[src/vrf_cfg_pkg.sv]
`default_nettype none

package vrf_cfg_pkg;

  //////////////////////////////////////////////////
  // register file port
  //////////////////////////////////////////////////

  // port data word and operand width
  localparam int unsigned data_width = 32;
  // byte lanes per data word
  localparam int unsigned be_width = 4;
  // word address into the register file memory
  localparam int unsigned addr_width = 10;

  //////////////////////////////////////////////////
  // vector configuration
  //////////////////////////////////////////////////

  localparam int unsigned vl_width = 12;
  // element width code, 0 bytes, 1 halfwords, 2 words
  localparam int unsigned sew_width = 2;
  // remaining words, holds the rounded up byte count divided by the word size
  localparam int unsigned word_cnt_width = 13;

endpackage

`default_nettype wire

[src/vrf_op_pkg.sv]
`default_nettype none

package vrf_op_pkg;

  // operation requested on the command port
  typedef enum logic [1:0] {
    OP_MOVE   = 2'd0,
    OP_BINARY = 2'd1,
    OP_FILL   = 2'd2
  } vrf_op_e;

  // sequencer states, one read and its wait per operand, then the write
  typedef enum logic [2:0] {
    IDLE   = 3'd0,
    READ_A = 3'd1,
    WAIT_A = 3'd2,
    READ_B = 3'd3,
    WAIT_B = 3'd4,
    WRITE  = 3'd5
  } vrf_state_e;

  // which register base the word address is built from
  typedef enum logic [1:0] {
    SRC_VS1 = 2'd0,
    SRC_VS2 = 2'd1,
    SRC_VD  = 2'd2
  } vrf_src_e;

endpackage

`default_nettype wire

[src/vrf_seq_ctrl.sv]
`timescale 1ns/1ps
`default_nettype none

module vrf_seq_ctrl
  import vrf_op_pkg::*;
(
  input  wire logic     clk_i,
  input  wire logic     rst_ni,

  // command port
  input  wire logic     req_i,
  input  wire vrf_op_e  op_i,
  output logic          done_o,

  // register file handshake
  output logic          data_req_o,
  output logic          data_we_o,
  input  wire logic     data_gnt_i,
  input  wire logic     data_rvalid_i,

  // datapath steering
  input  wire logic     last_word_i,
  input  wire logic     empty_i,
  output logic          start_o,
  output vrf_src_e      src_sel_o,
  output logic          step_o,
  output logic          cap_a_o,
  output logic          cap_b_o
);

  vrf_state_e state_q;
  vrf_state_e state_d;

  // first state of every word, depends only on the operands the operation reads
  function automatic vrf_state_e first_state(input vrf_op_e op);
    vrf_state_e st;
    case (op)
      OP_BINARY: st = READ_A;
      OP_MOVE:   st = READ_B;
      OP_FILL:   st = WRITE;
      default:   st = IDLE;
    endcase
    return st;
  endfunction

  always_ff @(posedge clk_i or negedge rst_ni) begin
    if (!rst_ni) begin
      state_q <= IDLE;
    end else begin
      state_q <= state_d;
    end
  end

  //////////////////////////////////////////////////
  // next state and outputs
  //////////////////////////////////////////////////

  always_comb begin
    state_d    = state_q;
    done_o     = 1'b0;
    data_req_o = 1'b0;
    data_we_o  = 1'b0;
    start_o    = 1'b0;
    src_sel_o  = SRC_VD;
    step_o     = 1'b0;
    cap_a_o    = 1'b0;
    cap_b_o    = 1'b0;

    case (state_q)
      IDLE: begin
        done_o = 1'b1;
        // pointers and counter load even for an empty command
        if (req_i) begin
          start_o = 1'b1;
          if (!empty_i) begin
            state_d = first_state(op_i);
          end
        end
      end

      READ_A: begin
        data_req_o = 1'b1;
        src_sel_o  = SRC_VS1;
        if (data_gnt_i) begin
          state_d = WAIT_A;
        end
      end

      // read data shows up one cycle after the grant
      WAIT_A: begin
        if (data_rvalid_i) begin
          cap_a_o = 1'b1;
          state_d = READ_B;
        end
      end

      READ_B: begin
        data_req_o = 1'b1;
        src_sel_o  = SRC_VS2;
        if (data_gnt_i) begin
          state_d = WAIT_B;
        end
      end

      WAIT_B: begin
        if (data_rvalid_i) begin
          cap_b_o = 1'b1;
          state_d = WRITE;
        end
      end

      WRITE: begin
        data_req_o = 1'b1;
        data_we_o  = 1'b1;
        src_sel_o  = SRC_VD;
        if (data_gnt_i) begin
          step_o = 1'b1;
          if (last_word_i) begin
            state_d = IDLE;
          end else begin
            state_d = first_state(op_i);
          end
        end
      end

      default: begin
        state_d = IDLE;
      end
    endcase
  end

endmodule

`default_nettype wire

[src/vrf_addr_gen.sv]
`timescale 1ns/1ps
`default_nettype none

module vrf_addr_gen
  import vrf_cfg_pkg::*;
  import vrf_op_pkg::*;
(
  input  wire logic                  clk_i,
  input  wire logic                  rst_ni,
  input  wire logic                  start_i,
  input  wire logic                  step_i,
  input  wire vrf_src_e              src_sel_i,
  input  wire logic [addr_width-1:0] vs1_base_i,
  input  wire logic [addr_width-1:0] vs2_base_i,
  input  wire logic [addr_width-1:0] vd_base_i,
  output logic      [addr_width-1:0] data_addr_o
);

  // word index shared by all three registers
  logic [addr_width-1:0] offset_q;
  logic [addr_width-1:0] base;

  always_ff @(posedge clk_i or negedge rst_ni) begin
    if (!rst_ni) begin
      offset_q <= '0;
    end else if (start_i) begin
      offset_q <= '0;
    end else if (step_i) begin
      offset_q <= offset_q + 1'b1;
    end
  end

  always_comb begin
    case (src_sel_i)
      SRC_VS1: base = vs1_base_i;
      SRC_VS2: base = vs2_base_i;
      default: base = vd_base_i;
    endcase
  end

  assign data_addr_o = base + offset_q;

endmodule

`default_nettype wire

[src/vrf_tail_mask.sv]
`timescale 1ns/1ps
`default_nettype none

module vrf_tail_mask
  import vrf_cfg_pkg::*;
(
  input  wire logic                 clk_i,
  input  wire logic                 rst_ni,
  input  wire logic                 start_i,
  input  wire logic                 step_i,
  input  wire logic [vl_width-1:0]  vl_i,
  input  wire logic [sew_width-1:0] sew_i,
  output logic                      last_word_o,
  output logic                      empty_o,
  output logic      [be_width-1:0]  data_be_o
);

  // bytes need two more bits than words, since each word holds four bytes
  logic [word_cnt_width+1:0] vl_ext;
  logic [word_cnt_width+1:0] byte_cnt;
  logic [word_cnt_width-1:0] word_cnt;
  logic [word_cnt_width-1:0] remain_q;
  logic [1:0]                tail_q;

  //////////////////////////////////////////////////
  // byte and word count of the command
  //////////////////////////////////////////////////

  assign vl_ext   = {{(word_cnt_width + 2 - vl_width){1'b0}}, vl_i};
  assign byte_cnt = vl_ext << sew_i;

  // round up when the last word is partial
  assign word_cnt = byte_cnt[word_cnt_width+1:2]
                  + {{(word_cnt_width - 1){1'b0}}, |byte_cnt[1:0]};
  assign empty_o  = (word_cnt == '0);

  always_ff @(posedge clk_i or negedge rst_ni) begin
    if (!rst_ni) begin
      remain_q <= '0;
      tail_q   <= '0;
    end else if (start_i) begin
      remain_q <= word_cnt;
      tail_q   <= byte_cnt[1:0];
    end else if (step_i) begin
      remain_q <= remain_q - 1'b1;
    end
  end

  assign last_word_o = (remain_q == {{(word_cnt_width - 1){1'b0}}, 1'b1});

  // the partial last word keeps only its low tail_q bytes
  always_comb begin
    data_be_o = {be_width{1'b1}};
    if (last_word_o && (tail_q != 2'd0)) begin
      data_be_o = ~({be_width{1'b1}} << tail_q);
    end
  end

endmodule

`default_nettype wire

[src/vrf_operand_regs.sv]
`timescale 1ns/1ps
`default_nettype none

module vrf_operand_regs
  import vrf_cfg_pkg::*;
(
  input  wire logic                  clk_i,
  input  wire logic                  rst_ni,
  input  wire logic                  cap_a_i,
  input  wire logic                  cap_b_i,
  input  wire logic [data_width-1:0] data_rdata_i,
  output logic      [data_width-1:0] rdata_a_o,
  output logic      [data_width-1:0] rdata_b_o
);

  logic [data_width-1:0] opa_q;
  logic [data_width-1:0] opb_q;

  // operands only change on read data, so the lane result holds through write stalls
  always_ff @(posedge clk_i or negedge rst_ni) begin
    if (!rst_ni) begin
      opa_q <= '0;
      opb_q <= '0;
    end else begin
      if (cap_a_i) begin
        opa_q <= data_rdata_i;
      end
      if (cap_b_i) begin
        opb_q <= data_rdata_i;
      end
    end
  end

  assign rdata_a_o = opa_q;
  assign rdata_b_o = opb_q;

endmodule

`default_nettype wire

[src/vrf_stream_top.sv]
`timescale 1ns/1ps
`default_nettype none

module vrf_stream_top
  import vrf_cfg_pkg::*;
  import vrf_op_pkg::*;
(
  input  wire logic                  clk_i,
  input  wire logic                  rst_ni,

  // command port
  input  wire logic                  req_i,
  input  wire vrf_op_e               op_i,
  input  wire logic [sew_width-1:0]  sew_i,
  input  wire logic [vl_width-1:0]   vl_i,
  input  wire logic [addr_width-1:0] vs1_base_i,
  input  wire logic [addr_width-1:0] vs2_base_i,
  input  wire logic [addr_width-1:0] vd_base_i,
  output logic                       done_o,

  // register file port
  output logic                       data_req_o,
  input  wire logic                  data_gnt_i,
  output logic                       data_we_o,
  output logic      [addr_width-1:0] data_addr_o,
  output logic      [be_width-1:0]   data_be_o,
  output logic      [data_width-1:0] data_wdata_o,
  input  wire logic                  data_rvalid_i,
  input  wire logic [data_width-1:0] data_rdata_i,

  // execution lane
  output logic      [data_width-1:0] rdata_a_o,
  output logic      [data_width-1:0] rdata_b_o,
  input  wire logic [data_width-1:0] wdata_i
);

  logic     start;
  logic     step;
  logic     cap_a;
  logic     cap_b;
  logic     last_word;
  logic     empty;
  vrf_src_e src_sel;

  vrf_seq_ctrl u_ctrl (
    .clk_i         (clk_i),
    .rst_ni        (rst_ni),
    .req_i         (req_i),
    .op_i          (op_i),
    .done_o        (done_o),
    .data_req_o    (data_req_o),
    .data_we_o     (data_we_o),
    .data_gnt_i    (data_gnt_i),
    .data_rvalid_i (data_rvalid_i),
    .last_word_i   (last_word),
    .empty_i       (empty),
    .start_o       (start),
    .src_sel_o     (src_sel),
    .step_o        (step),
    .cap_a_o       (cap_a),
    .cap_b_o       (cap_b)
  );

  vrf_addr_gen u_addr (
    .clk_i       (clk_i),
    .rst_ni      (rst_ni),
    .start_i     (start),
    .step_i      (step),
    .src_sel_i   (src_sel),
    .vs1_base_i  (vs1_base_i),
    .vs2_base_i  (vs2_base_i),
    .vd_base_i   (vd_base_i),
    .data_addr_o (data_addr_o)
  );

  vrf_tail_mask u_tail (
    .clk_i       (clk_i),
    .rst_ni      (rst_ni),
    .start_i     (start),
    .step_i      (step),
    .vl_i        (vl_i),
    .sew_i       (sew_i),
    .last_word_o (last_word),
    .empty_o     (empty),
    .data_be_o   (data_be_o)
  );

  vrf_operand_regs u_opnd (
    .clk_i        (clk_i),
    .rst_ni       (rst_ni),
    .cap_a_i      (cap_a),
    .cap_b_i      (cap_b),
    .data_rdata_i (data_rdata_i),
    .rdata_a_o    (rdata_a_o),
    .rdata_b_o    (rdata_b_o)
  );

  // lane result goes straight to memory, it holds while the write waits
  assign data_wdata_o = wdata_i;

endmodule

`default_nettype wire

[config.mk]
export PLATFORM = sky130hd
export DESIGN_NAME = vrf_stream_top
export DESIGN_NICKNAME = d
export VERILOG_FILES = /design/src/vrf_cfg_pkg.sv /design/src/vrf_op_pkg.sv /design/src/vrf_seq_ctrl.sv /design/src/vrf_addr_gen.sv /design/src/vrf_tail_mask.sv /design/src/vrf_operand_regs.sv /design/src/vrf_stream_top.sv
export SDC_FILE = /design/constraint.sdc
export NUM_CORES = 1
export LEC_CHECK = 0
export BUFFER_PORTS_ARGS = -buffer_cell sky130_fd_sc_hd__buf_4
export CORE_MARGIN = 1.5
export CORE_UTILIZATION = 48
export CTS_CLUSTER_SIZE = 8
export DETAILED_ROUTE_END_ITERATION = 8
export GPL_TIMING_DRIVEN = 0
export PLACE_DENSITY = 0.85
export SYNTH_ARGS = -nofsm -noshare
export SYNTH_HDL_FRONTEND = slang
export SYNTH_SLANG_ARGS = --single-unit
[constraint.sdc]
create_clock -name clk_i -period 5.4 [get_ports clk_i]
set_input_delay 1.62 -clock clk_i [delete_from_list [all_inputs] [get_ports clk_i]]
set_output_delay 1.62 -clock clk_i [all_outputs]
set_load 0.02 [all_outputs]
==> results_dict.tcl, run 1 <==
set metrics [dict create \
    crit_path_start_kind "input pin" \
    p_int_mw 2.28 \
    seqCellArea_um2 2300 \
    max_cap_violations 0 \
    finalClockSkew_ps 7.66 \
    die-height_um 110 \
    synth_cell_types 61 \
    dr_wl_met3_um 1030 \
    top_level_ports 228 \
    synthCells 512 \
    irDropWorstVdd_v 0.000363 \
    wl_um 13600 \
    rr_startpoint "u_ctrl.state_q[0]$_DFFE_PN0P_" \
    h-tree-depth 3 \
    dpl.hpwl_um 10500 \
    fmax_mhz 189 \
    row_count 38 \
    path_clk_slew_ps 60 \
    antenna_found_initial 0 \
    swShare_pct 39.1 \
    crit_fanout 2 \
    path_class "input pin to output pin" \
    holdBufCountCts 0 \
    initial_core_util_pct 50.0 \
    worst_r2r_endpoint "u_addr.offset_q[9]$_DFFE_PN0P_" \
    fin_crit_sh_pct 98.0 \
    holdPathEnd "u_tail.remain_q[11]$_DFFE_PN0P_" \
    arrival_ps 3670 \
    synth_area_um2 5490 \
    r2r_slack_ps 2950 \
    grt_max_degree 93 \
    clock_latency_ps 340 \
    synth_seq_cells 92 \
    syn_nets 643 \
    clockBufferDepth 2 \
    io_buffer_count 193 \
    yosys_warnings 0 \
    run_status "finished, final reports clean" \
    grt.total_usage_pct 22.1 \
    hold_depth 2 \
    finalNetCount 849 \
    slew_viol_final 0 \
    highest_layer "met4" \
    grt_setup_unrepaired "yes" \
    postRouteAntennaNets 0 \
    core_um2 11000 \
    vias 4631 \
    p_leak_nw 3.54 \
    die-area_um2 12100 \
    layout_min_cycle_time_ps 5290 \
    slew_headroom_pct 23.4 \
    route.met2.wl_um 7040 \
    root_buffer "clkbuf_16" \
    setup-violations-final 0 \
    fill_cells 823 \
    cp-end-kind "output pin" \
    drcViolationCount 0 \
    drt_pass1_iterations 4 \
    place_congestion 0.890 \
    power.switching_mw 1.47 \
    required_ps 3780 \
    pwr-share-seq_pct 31.9 \
    synth-edff-count 0 \
    ff2ff_path_depth 7 \
    vias_per_cell 5.37 \
    wire_per_inst_um 15.7 \
    multi_input_area_um2 2870 \
    combPwrFrac_pct 49.9 \
    yosysSeqAreaShare_pct 41.9 \
    avgSynthCellArea_um2 10.7 \
    power_frac_clock_pct 18.2 \
    async_flop_share_pct 100 \
    final_hold_viol_count 0 \
    numCtsBuffers 9 \
    cts_tree "built" \
    power_density_nw_per_um2 497 \
    drive_gt1_share_pct 47.4 \
    worstMarginPinSlew_ps 1150 \
    clkSinkCount 92 \
    ys.flop_type "dfrtp_1" \
    fin_hold_ws_ps 499 \
    fin_tns_setup_ps 0 \
    min_from "u_tail.remain_q[11]$_DFFE_PN0P_" \
    utilization_pct 68.6 \
    n_antenna_cell 0 \
    grt-ovfl-total 0 \
    drt_iter0_drc 215 \
    area_delta_synth_final_pct 37.1 \
    grt_pass1_wl_um 21100 \
    grt_pass1_vias 4502 \
    die_w_um 110 \
    min_path_type "flip-flop to flip-flop" \
    m1WireLength_um 5160 \
]
[registers in the layout, indices dropped and copies added (netlist names)]
register / flops
u_opnd.rdata_a_o: 32
u_opnd.rdata_b_o: 32
u_tail.remain_q: 13
u_addr.offset_q: 10
u_ctrl.state_q: 3
u_tail.tail_q: 2
[Yosys cell counts (all sizes together), types with 2 or more instances]
master / count / area (um^2)
o21bai: 3 / 22.5
nor2b: 4 / 25.0
nor3: 7 / 35.0
or4: 3 / 22.5
and2: 6 / 37.5
mux2: 66 / 743
or3: 4 / 25.0
clkbuf: 13 / 48.8
inv: 10 / 37.5
a31oi: 6 / 37.5
nor2: 25 / 93.8
o211ai: 3 / 22.5
mux2i: 12 / 120
o21ai: 35 / 175
xor2: 18 / 158
buf: 43 / 295
nor4: 5 / 52.6
and3: 3 / 18.8
ha: 15 / 188
a21oi: 16 / 80.1
nand2: 50 / 188
nand2b: 3 / 18.8
dfrtp: 92 / 2300
o31ai: 5 / 37.5
o41ai: 2 / 25.0
xnor2: 15 / 131
mux4: 10 / 240
nand3: 9 / 50.1
nand4: 6 / 67.6
a21o: 2 / 15.0
[kinds of logic (layout without fill, tap and decap cells)]
logic type	count (synthesis)	count (layout)	share of synthesized area, %
compound gates	82	82	9.04
xor+xnor	33	33	5.26
fa+ha+maj	16	16	3.78
buf+inv	66	277	6.95
flops	92	92	41.9
mux	88	88	20.1
other cells	1	1	0.0683
simple gates	134	134	12.9
[worst max-delay path by stage]
stage | startpoint | to | cells after the start | slack [ps]
after floorplan | vs2_base_i[1] | data_addr_o[9] | 10 | 20
after global placement | vs2_base_i[1] | data_addr_o[9] | 12 | -200
after detailed placement | vs2_base_i[1] | data_addr_o[9] | 12 | -300
after CTS | vs2_base_i[0] | data_addr_o[8] | 13 | 20
after global routing | vs2_base_i[0] | data_addr_o[8] | 13 | 1
final | vs2_base_i[0] | data_addr_o[8] | 13 | 110
[layout by cell type (no fill, tap or decap), drive strengths merged, types with 2 or more instances in the layout]
cell / synthesis / final
mux4: 10 / 10
o211ai: 3 / 3
xnor2: 15 / 15
nand4: 6 / 6
or4: 3 / 3
and2: 6 / 6
o31ai: 5 / 5
o21ai: 35 / 35
nor2: 25 / 25
mux2i: 12 / 12
and3: 3 / 3
nor4: 5 / 5
clkbuf: 13 / 22
a21oi: 16 / 16
nor2b: 4 / 4
a21o: 2 / 2
xor2: 18 / 18
inv: 10 / 12
dfrtp: 92 / 92
nand2: 50 / 50
bufinv: 0 / 2
o41ai: 2 / 2
nor3: 7 / 7
nand3: 9 / 9
a31oi: 6 / 6
nand2b: 3 / 3
mux2: 66 / 66
ha: 15 / 15
or3: 4 / 4
buf: 43 / 239
o21bai: 3 / 3
[area by class of cell]
type	count	share of cell area [%]
flip-flops and latches	92	30.6
inverters	10	0.498
well taps	140	2.32
plain buffers	55	4.57
clock buffers	10	3.04
multi-input cells	354	38.1
clock inverters	6	1.28
repair buffers	196	19.6
[what timing repair did]
action | 4_1_cts | 5_1_grt
setup endpoints to repair | 4 | 3
gates resized for setup | 11 | 13
pin swaps | 3 | 8
gates cloned | 0 | 0
setup buffers | 1 | 2
[power groups by stage]
| stage | Sequential (mW) | Combinational, mW | Clock, mW |
|---|---|---|---|
| after floorplan | 1.47 | 0.817 | 0 |
| after global placement | 1.18 | 1.79 | 0 |
| after detailed placement | 1.20 | 1.84 | 0 |
| after CTS | 1.20 | 1.86 | 0.691 |
| after global routing | 1.24 | 2.01 | 0.725 |
| final | 1.20 | 1.87 | 0.681 |
[stage by stage]
step	setup WS, ps	instances	power, mW	cell area (um^2)
final	109	863	3.75	7530
after global routing	1.36	863	3.97	7530
after CTS	21.7	861	3.75	7470
after detailed placement	-303	845	3.05	7120
after global placement	-198	845	2.97	7120
after floorplan	20.4	512	2.29	5490
[critical path, stage by stage]
cell	delay, ps
buf_6	90
mux2i_1	150
o21ai_1	90
ha_2	190
fa_2	340
a21o_1	180
a21oi_2	160
o21bai_1	110
a21oi_2	170
o21bai_1	100
a21oi_2	160
xnor2_1	150
buf_4	170
[metal layers]
| layer | GRT usage (%) | vias up |
|---|---|---|
| met1 | 25.2 | 2198 |
| li1 | - | 2211 |
| met3 | 4.53 | 32 |
| met5 | 0 | - |
| met4 | 8.26 | 0 |
| met2 | 40.7 | 190 |
Note: power is estimated with default switching activity, not from simulation.
==> inputs of run 2 (changes only) <==
CORE_UTILIZATION = 49   (was 48)
CTS_BUF_LIST = sky130_fd_sc_hd__clkbuf_16   (was unset)
PLACE_DENSITY = 0.86   (was 0.85)
==> run 2 against run 1 <==
Maximum frequency down 0.21%. First-iteration DRC count up 2.3%. Flip-flop and latch count unchanged. Critical path depth down 1. Sequential share of layout area up 0.13 points. Die area down 2.0%. Largest cell class unchanged.
==> results_dict.tcl, run 2 (synthesis gave the netlist of run 1 again) <==
set metrics [dict create \
    cp_top_family "compound AO/OA/AOI/OAI gates" \
    row_count 38 \
    setup_ws_ps 97.6 \
    power_density_nw_per_um2 493 \
    grt.busiest_layer "met2" \
    grt_pass1_wl_um 21800 \
    vias_per_cell 5.37 \
    required_ps 3780 \
    final_common_cell "buf_4" \
    path_clk_slew_ps 70 \
    run_status "finished, final reports clean" \
    drt_iter0_drc 220 \
    clkSinkCount 92 \
    irDropWorstVdd_v 0.000392 \
    cp_cell_sequence "buf_4 -> mux2i_1 -> o21ai_2 -> ha_1 -> a21o_1 -> a21oi_2 -> o21bai_1 -> a21oi_2 -> o21ai_2 -> a2111oi_4 -> nor3_1 -> buf_4" \
    die-area_um2 11900 \
    layout_common_cells "buf_4, dfrtp_1, mux2_2" \
    instances_no_fill 863 \
    top_level_ports 228 \
    drcViolationCount 0 \
    slew_viol_final 0 \
    root_buffer "clkbuf_16" \
    drt_pass1_iterations 4 \
    cts_tree "built" \
    max_cap_violations 0 \
    dp_cells 845 \
    grt_max_degree 93 \
    n_antenna_cell 0 \
    final_cell_area_um2 7500 \
    postRouteAntennaNets 0 \
    crit_fanout 3 \
    max_stage_delay_ps 360 \
    clock_latency_ps 330 \
    antenna_found_initial 0 \
    placed_area_um2 7120 \
    initial_core_util_pct 50.5 \
    grt_use_met2_pct 42.6 \
    finalNetCount 849 \
    finalClockSkew_ps 9.03 \
    grtUsageMet1_pct 26.8 \
    layout_min_cycle_time_ps 5300 \
    vias 4632 \
    core_um2 10900 \
    arrival_ps 3680 \
    fill_cells 814 \
    area_delta_synth_final_pct 36.6 \
    r2r_slack_ps 2870 \
    crit_slowest_cell "a2111oi_4" \
    path_class "input pin to output pin" \
    utilization_pct 68.9 \
    dp_slack_ps -273 \
    wl_um 13600 \
    setup-violations-final 0 \
    die-height_um 109 \
    grt_pass1_vias 4667 \
    numCtsBuffers 9 \
    wire_per_inst_um 15.8 \
    use_met3_pct 3.41 \
    fin_tns_setup_ps 0 \
    grt-ovfl-total 0 \
    fmax_mhz 189 \
    grt_setup_unrepaired "yes" \
    io_buffer_count 193 \
    final_hold_viol_count 0 \
    slew_headroom_pct 24.4 \
    place_congestion 0.882 \
    p_leak_nw 3.53 \
    cp_num_buf_inv 2 \
    fin_crit_sh_pct 98.2 \
    h-tree-depth 3 \
    clockBufferDepth 2 \
    worstMarginPinSlew_ps 1130 \
    min_path_type "flip-flop to flip-flop" \
    grt.total_usage_pct 23.0 \
    dpl.hpwl_um 10700 \
    drive_gt1_share_pct 47.3 \
    crit_path_start_kind "input pin" \
    die_w_um 109 \
    cp-end-kind "output pin" \
]
run 2: changes by cell type in the layout (fill, tap and decap cells not counted), sizes merged:
cell / before / now
clkinvlp: 1 / 0
bufinv: 2 / 1
buf: 239 / 240
clkinv: 1 / 3
inv: 12 / 13
clkbuf: 22 / 20
run 2: power by group:
group          switching [mW]  internal, mW  total [mW]  leakage (nW)
registers               0.209         0.997        1.21          1.14
logic                   0.991         0.867        1.86          2.24
clock network           0.271         0.366       0.637         0.152
total                    1.47          2.23        3.70          3.53
run 2: final timing paths:
kind / start / endpoint / cells after the start
min in group asynchronous: rst_ni / u_opnd.rdata_a_o[12]$_DFFE_PN0P_ / 1
min reg2reg: u_tail.remain_q[11]$_DFFE_PN0P_ / u_tail.remain_q[11]$_DFFE_PN0P_ / 2
max in group asynchronous: rst_ni / u_tail.remain_q[0]$_DFFE_PN0P_ / 1
max reg2reg: u_ctrl.state_q[1]$_DFFE_PN0P_ / u_addr.offset_q[9]$_DFFE_PN0P_ / 7
min: u_tail.remain_q[11]$_DFFE_PN0P_ / u_tail.remain_q[11]$_DFFE_PN0P_ / 2
max: vs2_base_i[1] / data_addr_o[9] / 12
run 2: final cells by class:
class | instances | area [um^2] | share of cell area [%]
sequential | 92 | 2300 | 30.7
inverter | 10 | 37.5 | 0.500
clock inverter | 7 | 81.3 | 1.08
buffer | 54 | 339 | 4.52
clock buffer | 9 | 225 | 3.00
tap | 140 | 175 | 2.33
multi-input combinational | 354 | 2860 | 38.2
timing repair buffer | 197 | 1480 | 19.7
run 2: stage by stage:
step	hold WS, ps	power (mW)
finish	490	3.70
global route	513	3.92
CTS	490	3.71
detailed placement	473	3.06
global placement	462	2.97
floorplan	447	2.29
run 2: metal layers:
| metal | share of wire, % | vias up |
|---|---|---|
| li1 | - | 2212 |
| met1 | 38 | 2227 |
| met2 | 53 | 170 |
| met3 | 6.3 | 23 |
| met4 | 1.9 | 0 |
| met5 | 0 | - |
run 2: what timing repair did:
item,in CTS,in global routing
buffers inserted,0,4
hold buffers,0,0
pin swaps,2,6
endpoints found under the hold margin,0,0
resized for setup,9,8
setup endpoints to repair,2,3
run 2: worst register-to-register path: stages (launching register included):
cell,delay (ps)
dfrtp_1,400
clkbuf_1,240
nor3_1,560
nand2_1,210
nand2_1,170
nand4_1,300
or3_1,430
a21oi_1,140
